$ cat src/design/vec_pkg.sv
//////////////////////////////////////////////////
// Shared types of the vector coprocessor
// Elements are 32 bit and there are 8 vector registers
// No masking, no floating point, no fixed point
// The vl field of an instruction is an element count
//////////////////////////////////////////////////

`default_nettype none

package vec_pkg;

  // Element width in bits
  localparam int unsigned ELEN = 32;
  // Architectural vector registers
  localparam int unsigned NrVRegs = 8;

  typedef logic [$clog2(NrVRegs)-1:0] vreg_idx_t;
  typedef logic [ELEN-1:0] elem_t;
  // Vector length, counted in elements
  typedef logic [31:0] vlen_t;

  //////////////////////////////////////////////////
  // Opcodes
  //////////////////////////////////////////////////

  typedef enum logic [3:0] {
    OP_SETVL   = 4'd0,
    OP_VID     = 4'd1,
    OP_VMV_VX  = 4'd2,
    OP_VADD_VV = 4'd3,
    OP_VSUB_VV = 4'd4,
    OP_VAND_VV = 4'd5,
    OP_VOR_VV  = 4'd6,
    OP_VXOR_VV = 4'd7,
    OP_VADD_VX = 4'd8,
    OP_VEXT_XV = 4'd9
  } vec_op_e;

  //////////////////////////////////////////////////
  // Request and response formats
  //////////////////////////////////////////////////

  // Request from the scalar core
  typedef struct packed {
    vec_op_e   op;
    vreg_idx_t vd;
    vreg_idx_t vs1;
    vreg_idx_t vs2;
    elem_t     scalar;
  } acc_req_t;

  // New vl for OP_SETVL, element for OP_VEXT_XV, zero otherwise
  typedef struct packed {
    elem_t result;
  } acc_resp_t;

  // Instruction as seen by the sequencer and the lanes
  typedef struct packed {
    vec_op_e   op;
    vreg_idx_t vd;
    vreg_idx_t vs1;
    vreg_idx_t vs2;
    elem_t     scalar;
    vlen_t     vl;
  } pe_req_t;

endpackage : vec_pkg

`default_nettype wire

$ cat src/design/vec_sequencer.sv
//////////////////////////////////////////////////
// Broadcasts one instruction to all lanes
// Waits for a done pulse from every lane
// Only one instruction may be in flight
//////////////////////////////////////////////////

`timescale 1ns/1ps
`default_nettype none

module vec_sequencer import vec_pkg::*; #(
  parameter int unsigned NrLanes      = 4,
  parameter int unsigned ElemsPerLane = 4
) (
  input  wire logic                  clk_i,
  input  wire logic                  rst_n_i,
  // Dispatcher side
  input  wire pe_req_t               ara_req_i,
  input  wire logic                  ara_req_valid_i,
  output elem_t                      ara_resp_o,
  output logic                       ara_resp_valid_o,
  // Lane side
  output pe_req_t                    pe_req_o,
  output logic                       pe_req_valid_o,
  input  wire logic  [NrLanes-1:0]   lane_done_i,
  input  wire elem_t [NrLanes-1:0]   lane_elem_i
);

  localparam int unsigned VLMAX = NrLanes * ElemsPerLane;
  localparam int unsigned LaneW = (NrLanes > 1) ? $clog2(NrLanes) : 1;

  pe_req_t            pe_req_q;
  logic               pe_req_valid_q;
  logic [NrLanes-1:0] pending_q;
  logic [NrLanes-1:0] pending_left;
  logic               all_done;
  elem_t              ara_resp_q;
  logic               ara_resp_valid_q;
  logic [31:0]        ext_idx;
  logic [LaneW-1:0]   ext_lane;

  assign pe_req_o         = pe_req_q;
  assign pe_req_valid_o   = pe_req_valid_q;
  assign ara_resp_o       = ara_resp_q;
  assign ara_resp_valid_o = ara_resp_valid_q;

  // Lanes still running after this cycle's done pulses
  assign pending_left = pending_q & ~lane_done_i;
  assign all_done     = (pending_q != '0) && (pending_left == '0);

  // Element i sits in lane i mod NrLanes
  assign ext_idx  = pe_req_q.scalar % 32'(VLMAX);
  assign ext_lane = LaneW'(ext_idx % 32'(NrLanes));

  //////////////////////////////////////////////////
  // Broadcast and completion tracking
  //////////////////////////////////////////////////

  always_ff @(posedge clk_i) begin
    if (!rst_n_i) begin
      pe_req_valid_q   <= 1'b0;
      pending_q        <= '0;
      ara_resp_valid_q <= 1'b0;
    end else begin
      pe_req_valid_q   <= ara_req_valid_i;
      ara_resp_valid_q <= all_done;
      if (ara_req_valid_i) begin
        pending_q <= '1;
      end else begin
        pending_q <= pending_left;
      end
    end
  end

  always_ff @(posedge clk_i) begin
    if (ara_req_valid_i) pe_req_q <= ara_req_i;
    if (all_done) begin
      ara_resp_q <= (pe_req_q.op == OP_VEXT_XV) ? lane_elem_i[ext_lane] : '0;
    end
  end

endmodule : vec_sequencer

`default_nettype wire

$ cat config.mk
export PLATFORM = sky130hd
export DESIGN_NAME = vec_sequencer
export DESIGN_NICKNAME = d
export VERILOG_FILES = /design/src/design/vec_pkg.sv /design/src/design/vec_sequencer.sv
export SDC_FILE = /design/constraint.sdc
export NUM_CORES = 1
export LEC_CHECK = 0
export ABC_AREA = 1
export BUFFER_PORTS_ARGS = -buffer_cell sky130_fd_sc_hd__buf_2
export CORE_ASPECT_RATIO = 0.75
export CORE_MARGIN = 2
export CORE_UTILIZATION = 30
export DETAILED_ROUTE_END_ITERATION = 16
export SLEW_MARGIN = 30
export SYNTH_ARGS = -nofsm -noshare
export SYNTH_HDL_FRONTEND = slang
export SYNTH_SLANG_ARGS = --single-unit
$ cat constraint.sdc
create_clock -name clk_i -period 2.09 [get_ports clk_i]
set_input_delay 0.3135 -clock clk_i [delete_from_list [all_inputs] [get_ports clk_i]]
set_output_delay 0.3135 -clock clk_i [all_outputs]
set_load 0.03 [all_outputs]
==> results of run 1 <==
==> where the power goes <==
part           internal [µW]  total, µW  switching, µW
Combinational            371       1130            755
Sequential              2730       2780           52.9
Clock                   1890       2970           1080
==> through the flow <==
| step | setup WS [ps] | util |
|---|---|---|
| after CTS | 328.4 | 0.4621 |
| final | 371.3 | 0.4621 |
| after global routing | 282.3 | 0.4621 |
| after global placement | 613.5 | 0.4243 |
| after floorplan | 478.4 | - |
| after detailed placement | 592.5 | 0.4243 |
==> state kept, by name, indices dropped and copies added, names as in the netlist <==
signal and count:
pe_req_o 77, ara_resp_valid_o 1, pending_q 4, pe_req_valid_o 1
ara_resp_o 32
==> cells in the final DEF (no fill, tap or decap), drive strengths merged <==
master,Yosys,routed
buf,20,331
nand2,201,201
edfxtp,109,109
inv,73,77
nand3,33,33
a21oi,32,32
clkbuf,3,17
clkinv,0,7
dfxtp,6,6
nor2,5,5
o21ai,4,4
bufinv,0,3
clkinvlp,0,1
==> layout make-up <==
| class | instances | area, µm² | area share |
|---|---|---|---|
| inverters | 73 | 274.0 | 0.03702 |
| clock inverters | 15 | 180.2 | 0.02434 |
| repair buffers | 331 | 1742 | 0.2353 |
| multi-input cells | 275 | 1124 | 0.1518 |
| well taps | 210 | 262.8 | 0.03550 |
| flip-flops and latches | 115 | 3393 | 0.4585 |
| clock buffers | 17 | 425.4 | 0.05748 |
==> kinds of logic after synthesis <==
| kind of cell | after synthesis | share of synthesized area |
|---|---|---|
| and+or+nand+nor | 239 | 0.1906 |
| buffers and inverters | 96 | 0.08338 |
| DFF | 115 | 0.6894 |
| AOI/OAI and AO/OA | 36 | 0.03660 |
==> per-layer routing <==
metal	track usage	vias up	wire, µm
met5	0	-	0
met4	0.04922	0	170
met3	0.05277	13	1036
met2	0.2700	173	7457
met1	0.2176	1995	6477
li1	-	2211	-
==> worst max path at each step <==
stage                     slack [ps]              to            from  depth (start not counted)
after floorplan                  480   ara_resp_o[0]  lane_done_i[2]                          6
after global placement           610  ara_resp_o[21]    pe_req_o[32]                          5
after detailed placement         590  ara_resp_o[21]    pe_req_o[32]                          5
after CTS                        330    pe_req_o[33]    pe_req_o[33]                          2
after global routing             280    pe_req_o[33]    pe_req_o[33]                          2
final                            370    pe_req_o[33]    pe_req_o[33]                          2
==> qor.csv, run 1 <==
metric;value;unit
dieArea;0.01746;mm²
finalSetupViolations;0;
ir_worst_vdd;506.7;µV
finalInstanceArea;0.007401;mm²
core.rowCount;40;
worstSetupEndpointType;primary output;
start_kind;flop;
final_layout_size_suffix_gt1_frac;0.4419;
slowest_delay;360;ps
root_buffer;clkbuf_16;
path_class;reg -> out;
placed_cell_area;0.006795;mm²
antenna_cells;0;
die_y;114.9;µm
finalClockSkew;8.990;ps
portBuffers;322;
synthTopCellsByCount;nand2_1, edfxtp_1, inv_1;
grt_pass1_vias;4191;
holdPathEnd;pe_req_o[47];
antenna_found_initial;0;
drc;0;
clock_path_buffers;2;
cp_cell_sequence;buf_4 > buf_2;
final_cells;1036;
timing.rr.start;pe_req_o[32];
synth_area_leader_cell;edfxtp_1;
p_per_area;929.4;mW/mm²
holdPathStages;1;
slowest_stage;edfxtp_1;
htree_levels;4;
synthArstFlopShare;0;
r2r-end;ara_resp_o[21];
fillers;1581;
slew_viol_final;0;
viasPerCell;4.239;
synth_cells;486;
ios;323;
synth_top_area_frac;0.6650;
rr_worst_depth;5;
initial_core_util;0.3073;
ys_top_cells_by_area;edfxtp_1, nand2_1, inv_1, nand3_1, a21oi_1;
post_cts_buffers;0;
status;finished, final reports clean;
fin_nets;1025;
hpwlAfterDp;11260;µm
synth_most_common_cell;nand2_1;
grt_overflow_total;0;
cts_sinks;115;
synth_flop_cell;edfxtp_1;
routedWlPerCell;14.62;µm
path_clk_slew;60;ps
routed_wl;15140;µm
drtPass1Iterations;5;
dieWidth;151.9;µm
timing.hold.ws;76.53;ps
place_congestion;0.7809;
grt_max_degree;66;
cp.required;1780;ps
power;6878;µW
min_period;1719;ps
hp-class;in -> reg;
p_leak;0.003823;µW
cap_violations;0;
syn_avg_cell_area;10.13;µm²
ys.warnings.count;0;
period_share;0.8224;
post_cts_resized;0;
synth_area;0.004922;mm²
area_growth;50.36;%
hold_violations;0;
rsz0062_at_grt;false;
synth-edff-count;109;
path_max_fanout;33;
reg2reg_setup_slack;620;ps
cts_buffers;17;
antenna_left;0;
synth-seq-area-share;0.6894;
grt_pass1_wl;22490;µm
min_from;ara_req_i[47];
ctsHoldBuffers;0;
fin_setup_tns;0;ps
grt_use_total;0.1668;
num_vias;4392;
max_freq;581.8;MHz
first_iter_violations;263;
worstPathArrival;1410;ps
syn-num-nets;698;
crit_family;buffers and inverters;
clk_latency;410;ps
ys_ff_latch;115;
cts_tree;built;
slew_headroom;0.5971;
path_buf_inv;2;
tightest_slew;604.4;ps
place_inst;1004;
coreArea;0.01602;mm²
synthDistinctLibCells;12;
(Power assumes the default switching activity.)
==> run 2: changes to the inputs <==
==> constraint.sdc (replaced) <==
create_clock -name clk_i -period 1.5 [get_ports clk_i]
set_input_delay 0.225 -clock clk_i [delete_from_list [all_inputs] [get_ports clk_i]]
set_output_delay 0.225 -clock clk_i [all_outputs]
set_load 0.03 [all_outputs]
==> qor.csv, run 2 (same netlist as run 1, synthesis figures left out) <==
metric;value;unit
p_per_area;1191;mW/mm²
reg2reg_setup_slack;150;ps
antenna_found_initial;2;
grt_max_degree;42;
cell_internal_pwr;7131;µW
largest_reg_flops;77;
holdPathEnd;pe_req_o[68];
htree_levels;4;
path_max_fanout;18;
power;9860;µW
min_period;1440;ps
first_iter_violations;284;
hp-class;in -> reg;
p_switching;2728;µW
drc;0;
path_class;reg -> out;
p_leak;0.004191;µW
cap_violations;0;
cts_sinks;115;
viasPerCell;4.258;
finalInstanceArea;0.008277;mm²
status;finished, final reports clean;
routed_wl;16940;µm
clk_latency;400;ps
die_y;114.9;µm
antenna_left;0;
finalSetupViolations;0;
cts_buffers;17;
fin_setup_tns;0;ps
finalClockSkew;7.533;ps
grt_use_total;0.1873;
mostFrequentLayoutCell;buf_2;
grt_pass1_vias;4785;
grt_overflow_total;0;
rsz0062_at_grt;false;
hold_violations;0;
dieWidth;151.9;µm
period_share;0.9599;
cp.required;1270;ps
max_freq;694.5;MHz
tightest_slew;328.0;ps
fin_nets;1110;
seqPwrFrac;0.394;
final_cell_mix;buf_2, nand2_1, edfxtp_1;
placed_cell_area;0.006839;mm²
p_comb_frac;0.183;
coreArea;0.01602;mm²
slew_headroom;0.7813;
rr_worst_depth;4;
start_kind;flop;
r2r-end;ara_resp_o[21];
portBuffers;322;
slew_viol_final;0;
path_clk_slew;60;ps
root_buffer;clkbuf_16;
clock_path_buffers;2;
worstPathArrival;1210;ps
swShare;0.2767;
initial_core_util;0.3073;
core.rowCount;40;
area_growth;68.15;%
grt_pass1_wl;25540;µm
cts_tree;built;
num_vias;4777;
ios;323;
hpwlAfterDp;12240;µm
place_congestion;0.8058;
dieArea;0.01746;mm²
worstSetupEndpointType;primary output;
timing.rr.start;pe_req_o[32];
ir_worst_vdd;833.9;µV
min_from;ara_req_i[68];
routedWlPerCell;15.10;µm
clkPwrFrac;0.423;
drtPass1Iterations;4;
final_layout_size_suffix_gt1_frac;0.4116;
holdPathStages;1;
run 2: repair_timing:
action                     in CTS  in global routing
hold endpoints to repair       74                  1
setup endpoints to repair       2                  2
gates resized for setup         7                  1
hold buffers                   74                  1
gates cloned                    0                  1
setup buffers                   0                  3
run 2: final cells by class:
class / count / area, µm²
Tap cell: 210 / 262.8
Inverter: 73 / 277.8
Timing Repair Buffer: 416 / 2614
Fill cell: 1510 / 7739
Multi-Input combinational cell: 275 / 1119
Antenna cell: 1 / 2.502
Clock buffer: 18 / 429.2
Sequential cell: 115 / 3393
Clock inverter: 14 / 178.9
run 2: critical path, cell delays in order, from the launching register on:
cell,delay [ps]
edfxtp_1,470
buf_12,200
buf_6,140
run 2: how the worst max path moves through the flow:
stage / start / end / slack (ps)
after floorplan: pending_q[2] / ara_resp_o[0] / 110
after global placement: lane_done_i[2] / ara_resp_o[26] / 230
after detailed placement: lane_done_i[2] / ara_resp_o[26] / 210
after CTS: pe_req_o[33] / pe_req_o[33] / 20
after global routing: pe_req_o[32] / pe_req_o[32] / 9
final: pe_req_o[32] / pe_req_o[32] / 60
run 2: through the flow:
stage | utilization | hold WS [ps] | worst slack (ps) | std cells
6_report | 0.5168 | 20.74 | 60.10 | 1122
5_1_grt | 0.5168 | 3.700 | 9.257 | 1122
4_1_cts | 0.5128 | 4.416 | 15.21 | 1116
3_5_place_dp | 0.4270 | 403.1 | 210.6 | 1010
3_3_place_gp | 0.4270 | 401.1 | 230.6 | 1010
2_1_floorplan | - | 323.9 | 108.7 | 486
run 2: power groups by stage:
stage	Sequential, µW	Combinational, µW	Clock (µW)
4_1_cts	3880	1790	4270
5_1_grt	3910	1960	4410
6_report	3880	1800	4170
2_1_floorplan	4430	411	0
3_3_place_gp	3930	1610	0
3_5_place_dp	3950	1620	0
run 2: routing by layer:
metal / GRT usage / part of all wire
met3: 0.04222 / 0.050
met5: 0 / 0
met1: 0.2368 / 0.43
met2: 0.3228 / 0.50
met4: 0.06231 / 0.012
==> run 3: changes to the inputs <==
--- a/config.mk
+++ b/config.mk
@@ -11,6 +11,7 @@
 export CORE_MARGIN = 2
 export CORE_UTILIZATION = 30
 export DETAILED_ROUTE_END_ITERATION = 16
+export REMOVE_ABC_BUFFERS = 1
 export SLEW_MARGIN = 30
 export SYNTH_ARGS = -nofsm -noshare
 export SYNTH_HDL_FRONTEND = slang
==> constraint.sdc (replaced) <==
create_clock -name clk_i -period 1.65 [get_ports clk_i]
set_input_delay 0.2475 -clock clk_i [delete_from_list [all_inputs] [get_ports clk_i]]
set_output_delay 0.2475 -clock clk_i [all_outputs]
set_load 0.03 [all_outputs]
==> qor.csv, run 3 (same netlist as run 1, synthesis figures left out) <==
metric;value;unit
status;finished, final reports clean;
area_growth;53.13;%
slew_viol_final;0;
max_freq;638.0;MHz
holdPathStages;1;
cts_sinks;115;
worstPathArrival;1320;ps
dieArea;0.01746;mm²
largest_reg_flops;77;
p_leak;0.003871;µW
cp.required;1400;ps
path_max_fanout;39;
hp-class;in -> reg;
timing.rr.start;pe_req_o[32];
finalClockSkew;10.71;ps
fin_setup_tns;0;ps
hpwlAfterDp;11310;µm
start_kind;flop;
grt_pass1_vias;4270;
post_cts_buffers;0;
slowest_delay;410;ps
first_iter_violations;224;
reg2reg_setup_slack;280;ps
routedWlPerCell;14.69;µm
portBuffers;322;
p_per_area;1139;mW/mm²
rsz0062_at_grt;false;
final_util;0.4706;
drtPass1Iterations;4;
clock_path_buffers;2;
fin_nets;1042;
coreArea;0.01602;mm²
clk_latency;400;ps
period_share;0.9499;
final_cell_mix;buf_2, nand2_1, edfxtp_1;
path_clk_slew;70;ps
place_congestion;0.7579;
min_period;1567;ps
grt_max_degree;79;
final_layout_size_suffix_gt1_frac;0.4342;
multiInputGateArea;0.001119;mm²
drc;0;
grt_pass1_wl;22890;µm
antenna_cells;0;
hold_violations;0;
core.rowCount;40;
antenna_found_initial;1;
mostFrequentLayoutCell;buf_2;
tightest_slew;420.3;ps
path_class;reg -> out;
slowest_stage;edfxtp_1;
finalSetupViolations;0;
worstSetupEndpointType;primary output;
holdPathEnd;pe_req_o[66];
seq_area;0.003393;mm²
num_vias;4430;
antenna_left;0;
root_buffer;clkbuf_16;
htree_levels;4;
initial_core_util;0.3073;
dieWidth;151.9;µm
cp-startpoint;pe_req_o[32];
min_from;ara_req_i[66];
cts_buffers;17;
r2r-end;ara_resp_o[11];
cp_cell_sequence;buf_8 > buf_2;
grt_overflow_total;0;
slew_headroom;0.7198;
grt_use_total;0.1689;
cap_violations;0;
ir_worst_vdd;555.8;µV
viasPerCell;4.207;
cts_tree;built;
ios;323;
routed_wl;15470;µm
die_y;114.9;µm
fillers;1555;
rr_worst_depth;6;
==> run 3: cell count changes in the layout (fill, tap and decap cells not counted), sizes merged <==
cell,change
buf,-8
bufinv,-2
clkbuf,-1
clkinv,-5
clkinvlp,+1
diode,-1
dlygate4sd3,-59
inv,+6
==> run 3: how the worst max path moves through the flow <==
stage | cells past startpoint | end | slack (ps)
5_1_grt | 2 | pe_req_o[32] | 9
3_3_place_gp | 6 | ara_resp_o[23] | 350
2_1_floorplan | 5 | ara_resp_o[0] | -1170
3_5_place_dp | 6 | ara_resp_o[11] | 340
4_1_cts | 2 | pe_req_o[32] | 20
6_report | 2 | pe_req_o[32] | 80
==> run 3: what timing repair did <==
| action | 4_1_cts | 5_1_grt |
|---|---|---|
| setup endpoints to repair | 2 | 1 |
| resized for setup | 2 | 1 |
| gates cloned | 0 | 0 |
| endpoints found under the hold margin | 5 | 11 |
| hold buffers | 5 | 11 |
==> run 3: area by class of cell <==
cell class | instances | share of cell area
flip-flops and latches | 115 | 0.4502
repair buffers | 348 | 0.2532
multi-input cells | 275 | 0.1484
clock buffers | 18 | 0.05827
inverters | 73 | 0.03635
well taps | 210 | 0.03486
clock inverters | 14 | 0.01876
==> run 3: per-layer routing <==
| metal | global-route usage | up-vias | wire, µm |
|---|---|---|---|
| li1 | - | 2252 | - |
| met4 | 0.05234 | 0 | 180 |
| met5 | 0 | - | 0 |
| met2 | 0.2877 | 145 | 7759 |
| met1 | 0.2127 | 2016 | 6707 |
| met3 | 0.04599 | 17 | 825 |
==> run 3: metrics by stage <==
step / instances / total power [µW] / setup slack, ps / hold WS [ps] / area (µm²)
floorplan: 463 / 4363 / -1166 / 346.4 / 4786
global placement: 1005 / 5005 / 350.0 / 423.8 / 6785
detailed placement: 1005 / 5018 / 337.5 / 425.7 / 6785
CTS: 1042 / 8658 / 21.44 / 0.6478 / 7423
global route: 1053 / 8950 / 9.299 / 0.06037 / 7537
finish: 1053 / 8584 / 82.72 / 16.97 / 7537
==> run 3: where the power goes <==
part | internal, µW | leakage (µW) | switching [µW] | total, µW
logic | 498 | 0.00245 | 963 | 1460
clock network | 2160 | 0.000273 | 1440 | 3600
registers | 3460 | 0.00114 | 68.0 | 3520
==> run 3: worst max-delay path, delay by kind of cell, from the launching register on <==
kind | cells | cell delay [ps]
buffers and inverters | 2 | 490
DFF | 1 | 410
