==> src/design/vec_pkg.sv <==
//////////////////////////////////////////////////
// Shared types of the vector coprocessor
// Elements are 32 bit and there are 8 vector registers
// No masking, no floating point, no fixed point
// The vl field of an instruction is an element count
//////////////////////////////////////////////////

`default_nettype none

package vec_pkg;

  // Element width in bits
  localparam int unsigned ELEN = 32;
  // Architectural vector registers
  localparam int unsigned NrVRegs = 8;

  typedef logic [$clog2(NrVRegs)-1:0] vreg_idx_t;
  typedef logic [ELEN-1:0] elem_t;
  // Vector length, counted in elements
  typedef logic [31:0] vlen_t;

  //////////////////////////////////////////////////
  // Opcodes
  //////////////////////////////////////////////////

  typedef enum logic [3:0] {
    OP_SETVL   = 4'd0,
    OP_VID     = 4'd1,
    OP_VMV_VX  = 4'd2,
    OP_VADD_VV = 4'd3,
    OP_VSUB_VV = 4'd4,
    OP_VAND_VV = 4'd5,
    OP_VOR_VV  = 4'd6,
    OP_VXOR_VV = 4'd7,
    OP_VADD_VX = 4'd8,
    OP_VEXT_XV = 4'd9
  } vec_op_e;

  //////////////////////////////////////////////////
  // Request and response formats
  //////////////////////////////////////////////////

  // Request from the scalar core
  typedef struct packed {
    vec_op_e   op;
    vreg_idx_t vd;
    vreg_idx_t vs1;
    vreg_idx_t vs2;
    elem_t     scalar;
  } acc_req_t;

  // New vl for OP_SETVL, element for OP_VEXT_XV, zero otherwise
  typedef struct packed {
    elem_t result;
  } acc_resp_t;

  // Instruction as seen by the sequencer and the lanes
  typedef struct packed {
    vec_op_e   op;
    vreg_idx_t vd;
    vreg_idx_t vs1;
    vreg_idx_t vs2;
    elem_t     scalar;
    vlen_t     vl;
  } pe_req_t;

endpackage : vec_pkg

`default_nettype wire

==> src/design/vec_dispatcher.sv <==
//////////////////////////////////////////////////
// Core-facing front end of the coprocessor
// Accepts one request at a time, owns vl
// OP_SETVL is answered here, one cycle after acceptance
// Holds the response until the core takes it
//////////////////////////////////////////////////

`timescale 1ns/1ps
`default_nettype none

module vec_dispatcher import vec_pkg::*; #(
  parameter int unsigned NrLanes      = 4,
  parameter int unsigned ElemsPerLane = 4
) (
  input  wire logic      clk_i,
  input  wire logic      rst_n_i,
  // Scalar core side
  input  wire acc_req_t  acc_req_i,
  input  wire logic      acc_req_valid_i,
  output logic           acc_req_ready_o,
  output acc_resp_t      acc_resp_o,
  output logic           acc_resp_valid_o,
  input  wire logic      acc_resp_ready_i,
  // Sequencer side
  output pe_req_t        ara_req_o,
  output logic           ara_req_valid_o,
  input  wire elem_t     ara_resp_i,
  input  wire logic      ara_resp_valid_i
);

  localparam int unsigned VLMAX = NrLanes * ElemsPerLane;

  typedef enum logic [1:0] {
    IDLE,
    BUSY,
    RESP
  } disp_state_e;

  disp_state_e state_q;
  vlen_t       vl_q;
  vlen_t       vl_clamped;
  acc_resp_t   resp_q;
  pe_req_t     ara_req_q;
  logic        ara_req_valid_q;

  // min(scalar, VLMAX)
  assign vl_clamped = (acc_req_i.scalar > 32'(VLMAX)) ? 32'(VLMAX) : acc_req_i.scalar;

  assign acc_req_ready_o  = (state_q == IDLE);
  assign acc_resp_valid_o = (state_q == RESP);
  assign acc_resp_o       = resp_q;
  assign ara_req_o        = ara_req_q;
  assign ara_req_valid_o  = ara_req_valid_q;

  //////////////////////////////////////////////////
  // Control FSM
  //////////////////////////////////////////////////

  always_ff @(posedge clk_i) begin
    if (!rst_n_i) begin
      state_q         <= IDLE;
      vl_q            <= '0;
      ara_req_valid_q <= 1'b0;
    end else begin
      ara_req_valid_q <= 1'b0;
      case (state_q)
        IDLE: begin
          if (acc_req_valid_i) begin
            if (acc_req_i.op == OP_SETVL) begin
              vl_q    <= vl_clamped;
              state_q <= RESP;
            end else begin
              ara_req_valid_q <= 1'b1;
              state_q         <= BUSY;
            end
          end
        end
        BUSY: begin
          if (ara_resp_valid_i) state_q <= RESP;
        end
        RESP: begin
          if (acc_resp_ready_i) state_q <= IDLE;
        end
        default: state_q <= IDLE;
      endcase
    end
  end

  // Payload, only meaningful under the matching valid
  always_ff @(posedge clk_i) begin
    if (state_q == IDLE && acc_req_valid_i) begin
      resp_q.result <= vl_clamped;
      ara_req_q     <= '{op: acc_req_i.op, vd: acc_req_i.vd, vs1: acc_req_i.vs1,
                         vs2: acc_req_i.vs2, scalar: acc_req_i.scalar, vl: vl_q};
    end else if (state_q == BUSY && ara_resp_valid_i) begin
      resp_q.result <= ara_resp_i;
    end
  end

endmodule : vec_dispatcher

`default_nettype wire

==> config.mk <==
export PLATFORM = sky130hd
export DESIGN_NAME = vec_dispatcher
export DESIGN_NICKNAME = d
export VERILOG_FILES = /design/src/design/vec_pkg.sv /design/src/design/vec_dispatcher.sv
export SDC_FILE = /design/constraint.sdc
export NUM_CORES = 1
export LEC_CHECK = 0
export BUFFER_PORTS_ARGS = -buffer_cell sky130_fd_sc_hd__buf_2
export CORE_MARGIN = 2
export CORE_UTILIZATION = 30
export CTS_CLUSTER_DIAMETER = 200
export CTS_CLUSTER_SIZE = 12
export DETAILED_ROUTE_END_ITERATION = 6
export HOLD_SLACK_MARGIN = 0.02
export PLACE_DENSITY = 0.57
export SYNTH_ARGS = -nofsm -noshare
export SYNTH_HDL_FRONTEND = slang
export SYNTH_SLANG_ARGS = --single-unit
==> constraint.sdc <==
create_clock -name clk_i -period 2.45 [get_ports clk_i]
set_input_delay 0.3675 -clock clk_i [delete_from_list [all_inputs] [get_ports clk_i]]
set_output_delay 0.3675 -clock clk_i [all_outputs]
set_load 0.01 [all_outputs]
==> run metrics, run 1 <==
most frequent cell after synthesis edfxtp_1; Syn Nets 343; Die X 129 um; hold buffer count at CTS 0; Buffers on Ports 193; Worst-path clk slew 0.06 ns; 1st-iter DRT viols 149; peak supply drop 394 uV; cell family with most CP delay simple AND/OR/NAND/NOR gates; Num Clock Sinks ~140; worst-skew pair later-pin latency 0.40 ns; Post-Route Utilization 0.430; hold path cells 1; clock root cell clkbuf_16; Crit. path cell count 4; worst slack, placed 0.508 ns; GRT Overall Usage 0.118; PnR worst setup slack a little over 0.7 ns; HPWL Detailed 6820 um; startpoint types register; via density per instance 4.21; Synth Flop Type edfxtp_1; placed inst area between 5000 and 6000 um^2; die area 16,600 um^2; sum of buffers and inverters on the critical path 1; number of diodes 0; core area 15,300 um^2; via count 2,911; f_max around 580 MHz; outcome completed; IO Pins 194; Residual DRC 0; Finished Layout Cells 691; number of global-route vias before repair 2,893; asr flop ratio synth 0; area used by multi-input combinational logic 651 um^2; area delta synth->final 40.1%; final period utilization 0.709; filler instances 1,386; max-slew violation count 0; final setup violating endpoints 0; Detail Route Antenna Nets 0; CTS tree yes; Synth area leader edfxtp_1; post-synthesis sequential area ratio 0.848; grt total ovfl 0; maxcap violations 0; Register Area around 4000 um^2; relative slew slack 0.592; Crit path required time 2.59 ns; Yosys cell types 27; Post-Syn Area per Cell 18.0 um^2; Rows 45; Post-Syn Instances 261; Mapped Area roughly 4700 um^2; final hold vios 0; Die Span Y 129 um; Hold Path Class primary input to register; Synth area leaders edfxtp_1 (70%), dfxtp_1 (15%), nor2b_1 (4.0%); Bufs on Longest Clock Path 2; worst path arrival time roughly 1.9 ns; PwrDens 927 nW/um^2; RSZ-0062 raised after global routing false; TritonCTS Buffers 17; fin nets about 550; largest net degree at the start of global routing 71; crit-path max FO 43; CTS H-tree lvls 4; drt wl/cell 14.5 um; Layout Skew 0.00656 ns; Post-synth EDFFs about 110; critical path, cell by cell or2b_1 -> nor2_4 -> buf_4 -> o22ai_1; Post-CTS Setup Repair Bufs 0; Final min period 1.74 ns; RePlAce Congestion 0.717; antenna violations before repair 0; post-cts resize count 0; layout cell share with drive strength beyond 1 0.494; initial core utilization 0.307; crit path kind register to register; drt total wl 10000 um; Synth top cells by count edfxtp_1 (109), dfxtp_1 (35), nor2b_1 (30); leakage 2.80 nW; area share of the largest cell type after synthesis 0.698; Max stage delay cell, worst path buf_4; Seq cells post-synth 144; Worst Tran Pin Value 0.611 ns; Worst setup EP type register; Tot Pwr between 6 and 7 mW; Synth warnings 0; hold_ws 0.135 ns; global-route wire length before repair ~15,000 um; Design Area, Final 6570 um^2; Post-Place Cells 659; worst stage delay on the critical path ~0.47 ns; setup total negative slack 0 ns; Worst R2R Path Depth 4; DRT Pass-1 Iters 4
-- state kept, by name, indices dropped and copies added (netlist names) --
register / flops
acc_resp_o: 32
vl_q: 32
ara_req_valid_o: 1
ara_req_o: 77
state_q: 2
-- area by class of cell --
cell class	instances	area share
Sequential cell	144	0.605
Timing Repair Buffer	198	0.155
Multi-Input combinational cell	102	0.0991
Clock buffer	24	0.0799
Tap cell	211	0.0402
Clock inverter	8	0.0185
Inverter	4	0.00229
-- kinds of logic after synthesis --
logic type	Yosys count	synth area share
muxes	1	0.00240
and+or+nand+nor	88	0.116
DFF	144	0.848
buffers and inverters	15	0.0174
AOI/OAI and AO/OA	13	0.0166
-- worst register-to-register path, stage by stage (launching register included) --
cell and delay [ns]:
dfxtp_1 0.34, or2b_1 0.33, nor2_4 0.19, buf_4 0.47, o22ai_1 0.14
-- placed cells by master, fill, tap and decap left out, types with 2 or more instances in the layout --
master,instances
inv_1,4
bufinv_16,3
dfxtp_1,35
and3_1,25
o21ai_0,6
nand2_1,5
clkinv_2,3
nor4_1,7
edfxtp_1,109
nor2b_1,30
clkbuf_1,2
clkbuf_8,3
o22ai_1,4
buf_4,4
and3_2,3
clkbuf_16,19
nand3_1,8
buf_2,193
-- where the power goes --
group,switching (mW),internal [mW],total (mW)
clock,0.945,1.81,2.75
combinational,0.290,0.188,0.477
sequential,0.0408,2.82,2.86
-- worst paths after layout --
kind,start,endpoint,slack [ns]
setup / recovery,state_q[0],acc_resp_o[3],0.71
hold / removal,acc_req_i[38],ara_req_o[70],0.14
setup reg to reg,state_q[0],acc_resp_o[3],0.71
hold reg to reg,vl_q[17],ara_req_o[17],0.42
-- metal layers --
layer	routed length (um)	GRT usage	part of all wire	up-vias
met5	0	0	0	-
met4	106	0.0422	0.011	0
met3	758	0.0507	0.076	9
met2	4840	0.189	0.48	126
met1	4290	0.143	0.43	1388
li1	-	-	-	1388
Note: power is estimated with default switching activity, not from simulation.
==> run 2, diff against run 1 <==
- PLACE_DENSITY: 0.57 -> 0.55
- clock period: 2.45 -> 1.8 ns (I/O delays scaled with it)
==> run 2 against run 1 <==
  * Fmax grew 8.6%
  * Core utilization up 0.52 points
  * Via count is 1.6% higher
  * Clock power up 19%
  * First-iteration DRC count fell by 38%
  * Worst hold slack worse by 0.092 ns
  * Non-clock buffer count increased by 11
  * Cell count up 1.6%
  * Clock skew hardly changed
  * Critical path depth is the same
  * Flip-flop and latch count did not move
  * Register-to-register slack worse by 0.51 ns
  * Largest cell class unchanged
==> run metrics, run 2 (same netlist as run 1, synthesis figures left out) <==
Worst Tran Pin Value 0.601 ns; CTS H-tree lvls 4; Reg2Reg Setup Slack 0.20 ns; commonest non-fill, non-tap cell in the layout buf_2; Worst R2R Path Depth 4; PwrDens between 1000 and 1500 nW/um^2; number of diodes 0; Critical Path Start state_q[1]; via density per instance 4.21; Post-Route Utilization 0.435; leakage 2.83 nW; IO Pins 194; area delta synth->final 41.8%; Crit. path cell count 4; crit-path max FO 80; RSZ-0062 raised after global routing false; 1st-iter DRT viols 92; Setup crit end state_q[0]; worst reg2reg path startpoint state_q[1]; GRT Overall Usage 0.114; Final min period 1.60 ns; cell family with most CP delay simple AND/OR/NAND/NOR gates; drt wl/cell 13.7 um; TritonCTS Buffers 17; DRT Pass-1 Iters 4; maxcap violations 0; grt total ovfl 0; worst path arrival time roughly 1.9 ns; Rows 45; antenna violations before repair 0; Layout Skew 0.00699 ns; f_max 626 MHz; Die Span Y 129 um; worst-skew pair later-pin latency between 0.4 and 0.5 ns; Max stage delay cell, worst path dfxtp_1; core area 15,300 um^2; Register Area 3970 um^2; Bufs on Longest Clock Path 2; die area 16,600 um^2; leading cell types in the layout, fill and taps excluded buf_2 (193), edfxtp_1 (109), dfxtp_1 (35), nor2b_1 (30), and3_1 (25); HPWL Detailed 6560 um; max-slew violation count 0; drt total wl ~9600 um; Largest register FFs 77; peak supply drop ~560 uV; crit path kind register to register; layout cell share with drive strength beyond 1 0.489; Post-CTS Setup Repair Bufs 0; CTS tree yes; relative slew slack 0.600; Buffers on Ports 193; final period utilization 0.888; final setup violating endpoints 0; largest net degree at the start of global routing 81; Crit path required time 2.09 ns; number of global-route vias before repair 2,924; area used by multi-input combinational logic 654 um^2; filler instances 1,383; hold_ws around 0.043 ns; outcome completed; startpoint types register; Hold Path Class primary input to register; Num Clock Sinks 144; global-route wire length before repair 14,300 um; RePlAce Congestion 0.697; r2r endpoint state_q[0]; critical path, cell by cell nor2_4 -> buf_16 -> and3_2 -> or2_2; Residual DRC 0; sum of buffers and inverters on the critical path 1; clock root cell clkbuf_16; fin nets 560; via count 2,958; Worst setup EP type register; final hold vios 0; Die X 129 um; Detail Route Antenna Nets 0; initial core utilization 0.307; worst stage delay on the critical path 0.55 ns; Worst-path clk slew 0.06 ns
run 2: cell count changes in the layout (fill, tap and decap cells not counted), moves of 2 or more:
cell / delta
clkinv_2: +2
clkinvlp_4: +2
clkbuf_8: -2
buf_12: +2
dlygate4sd3_1: +8
bufinv_16: -3
run 2: timing repair:
item                                   4_1_cts  5_1_grt
setup endpoints to repair                    0        1
hold buffers                                 6        2
endpoints found under the hold margin        6        2
gates resized for setup                      0        2
run 2: worst min-delay path by stage:
stage	start	to	slack (ns)	cells after the start
after global routing	acc_req_i[44]	ara_req_o[76]	0.02	1
final	acc_req_i[36]	ara_req_o[68]	0.04	1
after CTS	acc_req_i[33]	ara_req_o[65]	0.02	1
after global placement	vl_q[10]	ara_req_o[10]	0.41	0
after floorplan	acc_req_i[0]	ara_req_o[32]	0.37	0
after detailed placement	vl_q[20]	ara_req_o[20]	0.41	0
run 2: final cells by class:
cell class              instances  share of cell area
flip-flops and latches        144               0.598
inverters                       4             0.00226
well taps                     211              0.0397
clock buffers                  23              0.0785
repair buffers                209               0.175
clock inverters                 9             0.00772
multi-input cells             102              0.0985
run 2: power breakdown:
group | switching (mW) | total, mW | leakage, nW | internal, mW
clock | 1.25 | 3.28 | 0.278 | 2.03
sequential | 0.0531 | 3.89 | 1.35 | 3.84
combinational | 0.400 | 0.695 | 1.20 | 0.296
total | 1.70 | 7.86 | 2.83 | 6.16
run 2: per-stage QoR:
stage / std cells / area (um^2) / setup WS [ns] / setup TNS, ns / power, mW
floorplan: 261 / 4700 / 0.00941 / 0 / 4.26
global placement: 662 / 5980 / -0.0540 / -0.0614 / 4.64
detailed placement: 662 / 5980 / -0.0637 / -0.159 / 4.66
CTS: 700 / 6610 / 0.0893 / 0 / 7.97
global route: 702 / 6640 / 0.0792 / 0 / 8.19
finish: 702 / 6640 / 0.202 / 0 / 7.86
run 2: per-layer routing:
metal / part of all wire / up-vias / global-route usage
li1: - / 1412 / -
met1: 0.43 / 1397 / 0.134
met2: 0.47 / 141 / 0.178
met3: 0.093 / 8 / 0.0565
met4: 0.0097 / 0 / 0.0480
met5: 0 / - / 0
==> run 3, diff against run 2 <==
- RECOVER_POWER: unset -> 100
- clock period: 1.8 -> 1.6 ns (I/O delays scaled with it)
==> run 3 against run 2 <==
  * Power rose by 17%
  * Non-clock buffer count increased by 34
  * Register-to-register slack got worse by 0.12 ns
  * Largest power group unchanged
==> run metrics, run 3 (same netlist as run 1, synthesis figures left out) <==
Final min period about 1.6 ns; peak supply drop between 600 and 700 uV; filler instances 1,387; final period utilization 0.978; Num Clock Sinks 144; Worst R2R Path Depth 3; critical path, cell by cell dlygate4sd3_1 -> clkbuf_1 -> nor4_1 -> nand4_1 -> buf_4 -> mux2_2; Post-Route Utilization 0.456; worst reg2reg path startpoint state_q[0]; worst stage delay on the critical path about 0.54 ns; PwrDens 1330 nW/um^2; fin nets 594; Max stage delay cell, worst path dlygate4sd3_1; Bufs on Longest Clock Path 2; Layout Skew 0.00556 ns; drt total wl 10,400 um; CTS tree yes; relative slew slack 0.598; startpoint types primary input; CTS H-tree lvls 4; Hold Path Class primary input to register; clock root cell clkbuf_16; worst slack, placed -0.189 ns; Crit. path cell count 6; maxcap violations 0; drt wl/cell 14.2 um; Setup crit end acc_resp_o[4]; Die X about 130 um; leading cell types in the layout, fill and taps excluded buf_2 (167), edfxtp_1 (109), dlygate4sd3_1 (39), dfxtp_1 (33), nor2b_1 (30); global-route wire length before repair 15,600 um; 1st-iter DRT viols 112; Residual DRC 0; crit-path max FO 2; grt met1 use 0.142; GRT Overall Usage 0.125; gr busiest metal met2; Buffers on Ports 193; PnR worst setup slack 0.0346 ns; Worst setup EP type register; via count 3,122; worst path arrival time 1.73 ns; cell family with most CP delay buffers and inverters; sum of buffers and inverters on the critical path 3; RePlAce Congestion 0.699; area delta synth->final 48.5%; number of global-route vias before repair 3,182; largest net degree at the start of global routing 42; DRT Pass-1 Iters 4; antenna violations before repair 0; HPWL Detailed 6680 um; initial core utilization 0.307; Rows 45; Detail Route Antenna Nets 0; met2 Use GR 0.203; Worst-path clk slew 0.06 ns; final hold vios 0; IO Pins approximately 190; core area 15,300 um^2; TritonCTS Buffers 17; die area 16,600 um^2; layout cell share with drive strength beyond 1 0.411; setup total negative slack 0 ns; Reg2Reg Setup Slack approximately 0.080 ns; via density per instance between 4 and 5; grt total ovfl 0; RSZ-0062 raised after global routing false; Die Span Y 129 um; final setup violating endpoints 0; Largest register FFs 77; leakage 2.91 nW; worst-skew pair later-pin latency roughly 0.41 ns; r2r endpoint vl_q[31]; number of diodes 0; commonest non-fill, non-tap cell in the layout buf_2; Crit path required time ~1.8 ns; Worst Tran Pin Value 0.603 ns; outcome completed; crit path kind primary input to register; f_max 639 MHz; max-slew violation count 0; met3 usage 0.0557; Critical Path Start acc_req_i[10]
run 3: cell count changes in the layout (fill, tap and decap cells not counted), sizes merged:
| cell | delta |
|---|---|
| dlygate4sd3 | +31 |
| buf | -23 |
| clkbuf | +23 |
| bufinv | +4 |
| clkinvlp | -1 |
run 3: where the power goes:
| group | total [mW] | switching [mW] | internal, mW |
|---|---|---|---|
| Clock | 4.02 | 1.43 | 2.59 |
| Sequential | 4.38 | 0.0627 | 4.32 |
| Combinational | 0.836 | 0.464 | 0.373 |
| Total | 9.24 | 1.96 | 7.28 |
run 3: through the flow:
step	instances	total power [mW]	cell area (um^2)	hold slack, ns
after floorplan	261	4.80	4720	0.339
after global placement	663	5.22	5990	0.412
after detailed placement	663	5.25	5990	0.407
after CTS	734	9.37	6990	0.0259
after global routing	736	9.61	6960	0.0762
final	736	9.24	6960	0.0941
run 3: layout make-up:
type / instances / area [um^2] / area share
Clock inverter: 12 / 166 / 0.0239
Timing Repair Buffer: 243 / 1460 / 0.210
Multi-Input combinational cell: 102 / 643 / 0.0924
Tap cell: 211 / 264 / 0.0379
Sequential cell: 144 / 3980 / 0.571
Inverter: 4 / 15.0 / 0.00216
Clock buffer: 20 / 437 / 0.0627
run 3: worst min-delay path by stage:
| stage | startpoint | to | slack [ns] | depth (start not counted) |
|---|---|---|---|---|
| finish | acc_req_i[11] | ara_req_o[43] | 0.09 | 1 |
| global route | acc_req_i[11] | ara_req_o[43] | 0.08 | 1 |
| CTS | acc_req_i[11] | ara_req_o[43] | 0.03 | 1 |
| detailed placement | vl_q[16] | ara_req_o[16] | 0.41 | 0 |
| global placement | vl_q[7] | ara_req_o[7] | 0.41 | 0 |
| floorplan | acc_req_i[0] | ara_req_o[32] | 0.34 | 0 |
run 3: layer usage:
metal | routed length, um | share of wire
met3 | 806 | 0.077
met1 | 4310 | 0.41
met2 | 5060 | 0.49
met5 | 0 | 0
met4 | 251 | 0.024
run 3: timing repair:
action,in CTS,in global routing
setup endpoints to repair,0,8
hold buffers,39,0
hold endpoints to repair,39,0
buffers inserted,0,2
gates resized for setup,0,2
